--- src/verilog/mem_stage_pkg.sv ---
// ==========================================================
// shared widths, access and bus structs, size encoding
// ==========================================================

`default_nettype none

package mem_stage_pkg;

        // ==========================================================
        // widths
        // ==========================================================
        localparam int xlen      = 64;
        localparam int addr_w    = 32;
        localparam int gpr_idx_w = 5;
        localparam int strb_w    = 8;

        typedef logic [xlen-1:0]      word_t;
        typedef logic [addr_w-1:0]    addr_t;
        typedef logic [gpr_idx_w-1:0] gpr_idx_t;

        // encoding is log2 of the access size in bytes
        typedef enum logic [1:0] {
                size_byte  = 2'd0,
                size_half  = 2'd1,
                size_word  = 2'd2,
                size_dword = 2'd3
        } mem_size_e;

        // ==========================================================
        // structs
        // ==========================================================

        // one load or store from the pipeline
        typedef struct packed {
                logic      write;
                mem_size_e size;
                logic      is_unsigned;
                addr_t     addr;
                // right aligned store data
                word_t     wdata;
        } mem_op_t;

        // one dword transfer on the memory bus
        typedef struct packed {
                logic              write;
                addr_t             addr;
                word_t             wdata;
                logic [strb_w-1:0] wstrb;
        } bus_req_t;

        // pending register write of a later stage
        typedef struct packed {
                gpr_idx_t rd;
                logic     write_gpr;
                logic     mem_to_reg;
                // alu result or written back value
                word_t    data;
        } reg_write_t;

endpackage

`default_nettype wire
--- src/verilog/mem_stage.sv ---
// ==========================================================
// memory stage top: aligner, data cache, forwarding
// ==========================================================

`timescale 1ns/100ps
`default_nettype none

module mem_stage #(
        parameter int dcache_lines = 16
) (
        input  wire logic                      clk,
        input  wire logic                      rst_n,
        // access port
        input  wire logic                      access_req,
        input  wire mem_stage_pkg::mem_op_t    access,
        output logic                           access_ack,
        output mem_stage_pkg::word_t           load_data,
        output logic                           access_error,
        // forwarding
        input  wire mem_stage_pkg::gpr_idx_t   ex_rs1,
        input  wire mem_stage_pkg::gpr_idx_t   ex_rs2,
        input  wire mem_stage_pkg::word_t      rs1_reg_data,
        input  wire mem_stage_pkg::word_t      rs2_reg_data,
        input  wire mem_stage_pkg::reg_write_t mem_dst,
        input  wire mem_stage_pkg::reg_write_t wb_dst,
        output mem_stage_pkg::word_t           rs1_data,
        output mem_stage_pkg::word_t           rs2_data,
        output logic                           stall_ex,
        // memory bus
        output logic                           bus_req,
        output mem_stage_pkg::bus_req_t        bus,
        input  wire logic                      bus_ack,
        input  wire mem_stage_pkg::word_t      bus_rdata
);
        import mem_stage_pkg::*;

        addr_t             line_addr;
        word_t             lane_wdata;
        logic [strb_w-1:0] lane_strb;
        logic              misaligned;
        word_t             line_rdata;

        mem_align align_i (
                .access      (access),
                .line_rdata  (line_rdata),
                .line_addr   (line_addr),
                .lane_wdata  (lane_wdata),
                .lane_strb   (lane_strb),
                .misaligned  (misaligned),
                .load_data   (load_data)
        );

        mem_dcache #(
                .dcache_lines (dcache_lines)
        ) dcache_i (
                .clk         (clk),
                .rst_n       (rst_n),
                .access_req  (access_req),
                .write       (access.write),
                .line_addr   (line_addr),
                .lane_wdata  (lane_wdata),
                .lane_strb   (lane_strb),
                .misaligned  (misaligned),
                .bus_ack     (bus_ack),
                .bus_rdata   (bus_rdata),
                .access_ack  (access_ack),
                .line_rdata  (line_rdata),
                .bus_req     (bus_req),
                .bus         (bus)
        );

        // error only reported alongside the ack
        assign access_error = misaligned & access_ack;

        mem_forward forward_i (
                .ex_rs1       (ex_rs1),
                .ex_rs2       (ex_rs2),
                .rs1_reg_data (rs1_reg_data),
                .rs2_reg_data (rs2_reg_data),
                .mem_dst      (mem_dst),
                .wb_dst       (wb_dst),
                .load_data    (load_data),
                .load_done    (access_ack),
                .rs1_data     (rs1_data),
                .rs2_data     (rs2_data),
                .stall_ex     (stall_ex)
        );

endmodule

`default_nettype wire

--- src/verilog/mem_forward.sv ---
// ==========================================================
// EX operand bypass from MEM and WB, load-use stall
// ==========================================================

`timescale 1ns/100ps
`default_nettype none

module mem_forward (
        input  wire mem_stage_pkg::gpr_idx_t   ex_rs1,
        input  wire mem_stage_pkg::gpr_idx_t   ex_rs2,
        input  wire mem_stage_pkg::word_t      rs1_reg_data,
        input  wire mem_stage_pkg::word_t      rs2_reg_data,
        input  wire mem_stage_pkg::reg_write_t mem_dst,
        input  wire mem_stage_pkg::reg_write_t wb_dst,
        input  wire mem_stage_pkg::word_t      load_data,
        input  wire logic                      load_done,
        output mem_stage_pkg::word_t           rs1_data,
        output mem_stage_pkg::word_t           rs2_data,
        output logic                           stall_ex
);
        import mem_stage_pkg::*;

        localparam int n_src = 2;

        gpr_idx_t         src_idx [n_src];
        word_t            src_reg [n_src];
        word_t            src_fwd [n_src];
        logic [n_src-1:0] load_use;

        assign src_idx[0] = ex_rs1;
        assign src_idx[1] = ex_rs2;
        assign src_reg[0] = rs1_reg_data;
        assign src_reg[1] = rs2_reg_data;

        // MEM before WB before the register file, x0 never bypassed
        always_comb begin
                for (int i = 0; i < n_src; i++) begin
                        load_use[i] = 1'b0;
                        if (src_idx[i] != '0 && mem_dst.write_gpr &&
                            mem_dst.rd == src_idx[i]) begin
                                if (mem_dst.mem_to_reg) begin
                                        src_fwd[i]  = load_data;
                                        load_use[i] = !load_done;
                                end else begin
                                        src_fwd[i] = mem_dst.data;
                                end
                        end else if (src_idx[i] != '0 && wb_dst.write_gpr &&
                                     wb_dst.rd == src_idx[i]) begin
                                src_fwd[i] = wb_dst.data;
                        end else begin
                                src_fwd[i] = src_reg[i];
                        end
                end
        end

        assign rs1_data = src_fwd[0];
        assign rs2_data = src_fwd[1];

        // EX waits until the load in MEM returns
        assign stall_ex = |load_use;

        always_comb begin
                a_no_stall_on_done: assert final (!(stall_ex && load_done))
                        else $error("stall_ex high with load_done");
        end

endmodule

`default_nettype wire

--- src/verilog/mem_dcache.sv ---
// ==========================================================
// direct-mapped write-through data cache, no write allocate
// request FSM and four-phase memory bus master
// ==========================================================

`timescale 1ns/100ps
`default_nettype none

module mem_dcache #(
        parameter int dcache_lines = 16
) (
        input  wire logic                             clk,
        input  wire logic                             rst_n,
        input  wire logic                             access_req,
        input  wire logic                             write,
        input  wire mem_stage_pkg::addr_t             line_addr,
        input  wire mem_stage_pkg::word_t             lane_wdata,
        input  wire logic [mem_stage_pkg::strb_w-1:0] lane_strb,
        input  wire logic                             misaligned,
        input  wire logic                             bus_ack,
        input  wire mem_stage_pkg::word_t             bus_rdata,
        output logic                                  access_ack,
        output mem_stage_pkg::word_t                  line_rdata,
        output logic                                  bus_req,
        output mem_stage_pkg::bus_req_t               bus
);
        import mem_stage_pkg::*;

        localparam int off_w = $clog2(strb_w);
        localparam int idx_w = $clog2(dcache_lines);
        localparam int tag_w = addr_w - off_w - idx_w;

        typedef enum logic [2:0] {
                st_idle,
                st_lookup,
                st_bus,
                st_wait_low,
                st_ack
        } state_e;

        state_e            state_q;
        logic [dcache_lines-1:0] valid_q;
        logic [tag_w-1:0]  tag_q [dcache_lines];
        word_t             data_q [dcache_lines];

        logic [idx_w-1:0]  idx;
        logic [tag_w-1:0]  tag;
        logic              hit;
        logic              fill;
        logic              store_hit;
        word_t             merged;

        assign idx        = line_addr[off_w +: idx_w];
        assign tag        = line_addr[addr_w-1 -: tag_w];
        assign hit        = valid_q[idx] && (tag_q[idx] == tag);
        assign line_rdata = data_q[idx];

        assign fill      = (state_q == st_bus) && bus_ack && !bus.write;
        assign store_hit = (state_q == st_lookup) && write && hit;

        // store bytes merged over the current line
        always_comb begin
                merged = data_q[idx];
                for (int b = 0; b < strb_w; b++) begin
                        if (lane_strb[b]) begin
                                merged[8*b +: 8] = lane_wdata[8*b +: 8];
                        end
                end
        end

        // ==========================================================
        // arrays
        // ==========================================================
        always_ff @(posedge clk) begin
                if (fill) begin
                        data_q[idx] <= bus_rdata;
                        tag_q[idx]  <= tag;
                end else if (store_hit) begin
                        data_q[idx] <= merged;
                end
        end

        always_ff @(posedge clk or negedge rst_n) begin
                if (!rst_n) begin
                        valid_q <= '0;
                end else if (fill) begin
                        valid_q[idx] <= 1'b1;
                end
        end

        // ==========================================================
        // request FSM
        // ==========================================================
        always_ff @(posedge clk or negedge rst_n) begin
                if (!rst_n) begin
                        state_q    <= st_idle;
                        access_ack <= 1'b0;
                        bus_req    <= 1'b0;
                end else begin
                        case (state_q)
                                st_idle: begin
                                        // misaligned and load hits answer next cycle
                                        if (access_req && (misaligned || (!write && hit))) begin
                                                access_ack <= 1'b1;
                                                state_q    <= st_ack;
                                        end else if (access_req) begin
                                                state_q <= st_lookup;
                                        end
                                end
                                st_lookup: begin
                                        bus_req <= 1'b1;
                                        state_q <= st_bus;
                                end
                                st_bus: begin
                                        if (bus_ack) begin
                                                bus_req <= 1'b0;
                                                state_q <= st_wait_low;
                                        end
                                end
                                st_wait_low: begin
                                        if (!bus_ack) begin
                                                access_ack <= 1'b1;
                                                state_q    <= st_ack;
                                        end
                                end
                                default: begin
                                        if (!access_req) begin
                                                access_ack <= 1'b0;
                                                state_q    <= st_idle;
                                        end
                                end
                        endcase
                end
        end

        // bus payload, held for the whole transfer
        always_ff @(posedge clk) begin
                if (state_q == st_lookup) begin
                        bus.write <= write;
                        bus.addr  <= line_addr;
                        bus.wdata <= lane_wdata;
                        bus.wstrb <= write ? lane_strb : '1;
                end
        end

        // ==========================================================
        // handshake checks
        // ==========================================================
        a_access_stable: assert property (@(posedge clk) disable iff (!rst_n)
                (access_req && !access_ack) |=>
                (!access_req || $stable({write, line_addr, lane_wdata, lane_strb})));

        a_bus_stable: assert property (@(posedge clk) disable iff (!rst_n)
                bus_req |=> (!bus_req || $stable(bus)));

        a_bus_req_hold: assert property (@(posedge clk) disable iff (!rst_n)
                $fell(bus_req) |-> $past(bus_ack));

endmodule

`default_nettype wire

--- src/verilog/mem_align.sv ---
// ==========================================================
// store lane steering, load extraction, misalign check
// ==========================================================

`timescale 1ns/100ps
`default_nettype none

module mem_align (
        input  wire mem_stage_pkg::mem_op_t       access,
        input  wire mem_stage_pkg::word_t         line_rdata,
        output mem_stage_pkg::addr_t              line_addr,
        output mem_stage_pkg::word_t              lane_wdata,
        output logic [mem_stage_pkg::strb_w-1:0]  lane_strb,
        output logic                              misaligned,
        output mem_stage_pkg::word_t              load_data
);
        import mem_stage_pkg::*;

        localparam int off_w = $clog2(strb_w);

        logic [off_w-1:0]  offset;
        logic [strb_w-1:0] size_mask;
        word_t             lane_rdata;
        logic              ext;

        assign offset    = access.addr[off_w-1:0];
        assign line_addr = {access.addr[addr_w-1:off_w], {off_w{1'b0}}};

        // strobe pattern and alignment per size
        always_comb begin
                case (access.size)
                        size_byte: begin
                                size_mask  = 8'h01;
                                misaligned = 1'b0;
                        end
                        size_half: begin
                                size_mask  = 8'h03;
                                misaligned = offset[0];
                        end
                        size_word: begin
                                size_mask  = 8'h0f;
                                misaligned = |offset[1:0];
                        end
                        default: begin
                                size_mask  = 8'hff;
                                misaligned = |offset;
                        end
                endcase
        end

        assign lane_strb  = size_mask << offset;
        assign lane_wdata = access.wdata << {offset, 3'b000};

        // addressed bytes down to lane 0
        assign lane_rdata = line_rdata >> {offset, 3'b000};

        always_comb begin
                case (access.size)
                        size_byte: begin
                                ext       = ~access.is_unsigned & lane_rdata[7];
                                load_data = {{(xlen-8){ext}}, lane_rdata[7:0]};
                        end
                        size_half: begin
                                ext       = ~access.is_unsigned & lane_rdata[15];
                                load_data = {{(xlen-16){ext}}, lane_rdata[15:0]};
                        end
                        size_word: begin
                                ext       = ~access.is_unsigned & lane_rdata[31];
                                load_data = {{(xlen-32){ext}}, lane_rdata[31:0]};
                        end
                        default: begin
                                ext       = 1'b0;
                                load_data = lane_rdata;
                        end
                endcase
        end

endmodule

`default_nettype wire

--- config.mk ---
export PLATFORM = sky130hd
export DESIGN_NAME = mem_stage
export DESIGN_NICKNAME = d
export VERILOG_FILES = /design/src/verilog/mem_stage_pkg.sv /design/src/verilog/mem_stage.sv /design/src/verilog/mem_forward.sv /design/src/verilog/mem_dcache.sv /design/src/verilog/mem_align.sv
export SDC_FILE = /design/constraint.sdc
export NUM_CORES = 2
export LEC_CHECK = 0
export BUFFER_PORTS_ARGS = -buffer_cell sky130_fd_sc_hd__buf_2
export CORE_UTILIZATION = 49
export DETAILED_ROUTE_END_ITERATION = 6
export HOLD_SLACK_MARGIN = 0.05
export PLACE_DENSITY = 0.71
export SLEW_MARGIN = 10
export SYNTH_ARGS = -nofsm -noshare
export SYNTH_HDL_FRONTEND = slang
export SYNTH_SLANG_ARGS = --single-unit
--- constraint.sdc ---
create_clock -name clk -period 8.2 [get_ports clk]
set_input_delay 2.46 -clock clk [delete_from_list [all_inputs] [get_ports clk]]
set_output_delay 2.46 -clock clk [all_outputs]
set_load 0.01 [all_outputs]
==> out/results.ini <==
[sta]
slew_viol_final = 0
fin_crit_sh = 1.000
tightestPinTransition_ns = 1.366
hold_viol_final = 0
relSlewSlack = 0.08624
rsz0062_at_grt = yes
setup_viol = 1
setup_ws_ns = -0.0008882
clock_skew_ns = 0.04698
fin_crit_ns = 8.201
fmax_mhz = 121.9

[worst_setup_path]
crit_chain = buf_16 -> buf_16 -> buf_4 -> buf_12 -> mux4_2 -> mux4_2 -> mux4_2 -> mux2_2 -> mux2i_1 -> buf_4 -> o21ai_0 -> buf_2
rr_endpoint = dcache_i.data_q[4][62]
cpMostUsedCell = mux4_2
worstSetupEndpointType = output pin
cpPeakStageDelay_ns = 0.58
worstPathMaxFanout = 12
rrSetupSlack_ns = 4.11
critPathKind = in2out
cp_slowest_cell = mux4_2
crit_required_ns = 5.74
rr_startpoint = dcache_i.tag_q[10][13]
critPathLaunchType = input pin
reg2reg_depth = 12
cp.arrival_ns = 5.74

[logic_synthesis]
synth_cell_type_count = 67
synthCells = 4111
muxShareOfSynthArea = 0.1937
synth_seq_area_share = 0.6738
synth_edf_count = 1526
synth_xor_area_frac = 0.006621
synth-compound-area-share = 0.05777
avgSynthCellArea_um2 = 16.73
yosysWarnings = 0
synthArstFlopShare = 0.01357
synth-simple-area-share = 0.04706
netlist_area_um2 = 68790
ys.flop_type = edfxtp_1
yosys.area_share.adder = 0
synth_top_family_by_area = multiplexers
synth_seq_cells = 1547

[grt]
gr-total-overflow = 0
grt_pass1_wl_mm = 345.0
first_global_vias = 43550
antenna_found_initial = 92
grt_use_total = 0.3545
grt_max_degree = 99

[pwr]
seqPwrFrac = 0.492
power_density_nw_per_um2 = 217.7
combinationalPowerShare = 0.135
p_total_mw = 18.38
p_switching_mw = 4.608
switching_share = 0.2508
pwr-share-clk = 0.373
p_int_mw = 13.77
irDropWorstVdd_v = 0.0002418
leakage_nw = 30.16

[floorplan]
die_height_um = 376.7
dieArea_um2 = 141900
initial_utilization = 0.4936
io_pins = 749
die_x_um = 376.7
rows = 137
core_area_um2 = 139400

[outcome]
status = finished with violations
violations = DRC, setup timing

[job]
max_cap_violations = 0

[routing]
wl_mm = 255.9
drc_errors = 8
wl_per_cell_um = 34.94
via_per_inst = 6.337
ant_nets = 0
dr.first_iter.drc_count = 6286
vias = 46420
drt_first_pass_iters = 7

[cells_and_area]
nets = 5630
num-fill-cells = 10150
syn_to_final_growth_pct = 22.69
drive_gt1_frac = 0.3888

[cts]
clock-sinks = 1547
cts_tree = yes
clk_pin_slew_ns = 0.06
postCtsHoldBufs = 0
clock_latency_ns = 0.80
clockRootBuffer = clkbuf_16
cts_max_level = 4
clock_path_buffers = 3
cts_buffers = 152

[place]
dp_slack_ns = -0.08078
hpwl_mm = 183.7
portBuffers = 744
place.gp.congestion = 1.007

[min_path]
hold_start = dcache_i.valid_q[11]
min_to = dcache_i.valid_q[11]
hold_path.class = reg2reg
hold_depth = 1

## worst max-delay path, delay by kind of cell
family / cells / cell delay [ns]
buf+inv: 6 / 0.97
compound gates: 1 / 0.14
mux: 5 / 2.13
## synthesized netlist by cell type, types with 66 or more instances
master,instances,area [um2]
mux2i_1,302,3023
o21ai_0,112,560.5
a31oi_1,66,412.9
nand2_1,384,1441
clkbuf_1,141,529.3
a21oi_1,110,550.5
mux4_2,363,8175
o31ai_1,81,608.1
edfxtp_1,1526,45820
mux2_2,105,1182
nor2_1,174,653.1
## what timing repair did
| item | CTS | global route |
|---|---|---|
| buffers inserted | 0 | 6 |
| gates resized for setup | 11 | 36 |
| gates cloned | 1 | 3 |
| hold endpoints to repair | 0 | 0 |
| pin swaps | 1 | 3 |
| endpoints found under the setup margin | 27 | 100 |
## power groups by stage
stage          sequential (mW)  clock (mW)  combinational (mW)
6_report                  9.03        6.86                2.48
5_1_grt                   9.04        7.17                2.58
4_1_cts                   9.03        6.89                2.40
3_5_place_dp              9.19           0                2.38
3_3_place_gp              9.19           0                2.35
2_1_floorplan             9.24           0                1.12
## cell usage in the layout, fill, tap and decap left out, types with 34 or more instances in the layout
cell,instances
a21oi_1,108
a22oi_1,36
a31oi_1,66
buf_12,113
buf_2,735
buf_4,333
clkbuf_1,34
clkbuf_16,161
diode_2,145
edfxtp_1,1526
mux2_2,104
mux2_4,64
mux2i_1,296
mux4_2,363
nand2_1,383
nor2_1,152
o21ai_0,107
o22ai_1,45
o31ai_1,81
## cell families (layout without fill, tap and decap cells)
logic type      count (synthesis)  after routing
flops                        1547           1547
mux                           833            833
buf+inv                       325           1516
xor+xnor                       52             52
other cells                     1            148
compound gates                608            608
simple gates                  745            745
## worst max-delay path by stage
stage | to | startpoint | slack (ns) | cells past startpoint
floorplan | dcache_i.data_q[10][0] | access[67] | -0.28 | 13
global placement | rs2_data[19] | access[68] | -0.07 | 15
detailed placement | rs2_data[19] | access[68] | -0.08 | 15
CTS | rs2_data[4] | access[67] | -0.02 | 11
global route | load_data[18] | access[67] | -0.04 | 18
finish | rs2_data[1] | access[67] | -0.0009 | 12
## cell type report
class,instances,area (um2),area share
Antenna cell,145,362.8,0.004300
Clock buffer,192,4081,0.04836
Clock inverter,84,740.7,0.008777
Inverter,37,145.1,0.001720
Multi-Input combinational cell,2241,21480,0.2545
Sequential cell,1547,46350,0.5492
Tap cell,1876,2347,0.02781
Timing Repair Buffer,1203,8884,0.1053
## flip-flops by register name, indices dropped and copies added (netlist names)
name,cells
dcache_i.access_ack,1
dcache_i.bus,102
dcache_i.bus_req,1
dcache_i.data_q,1024
dcache_i.state_q,3
dcache_i.tag_q,400
dcache_i.valid_q,16
## layer usage
layer  GRT usage  up-vias  share of wire
met2      0.5368     3394           0.46
li1            -    18840              -
met4      0.2349       24          0.072
met3     0.09791      536           0.12
met1      0.4484    23630           0.35
met5    0.003087        -        0.00063
## through the flow
stage	util	instance area, um2	setup TNS, ns	hold WS [ns]	std cells
floorplan	-	68900	-217.78	0.4337	4113
global placement	0.5655	78810	-0.2734	0.4457	6894
detailed placement	0.5655	78810	-0.8013	0.4517	6894
CTS	0.6008	83720	-0.02128	0.4670	7171
global route	0.6052	84340	-0.08055	0.4868	7303
finish	0.6056	84390	-0.0008882	0.4636	7325
No activity file was read; power rests on OpenSTA's default activity.
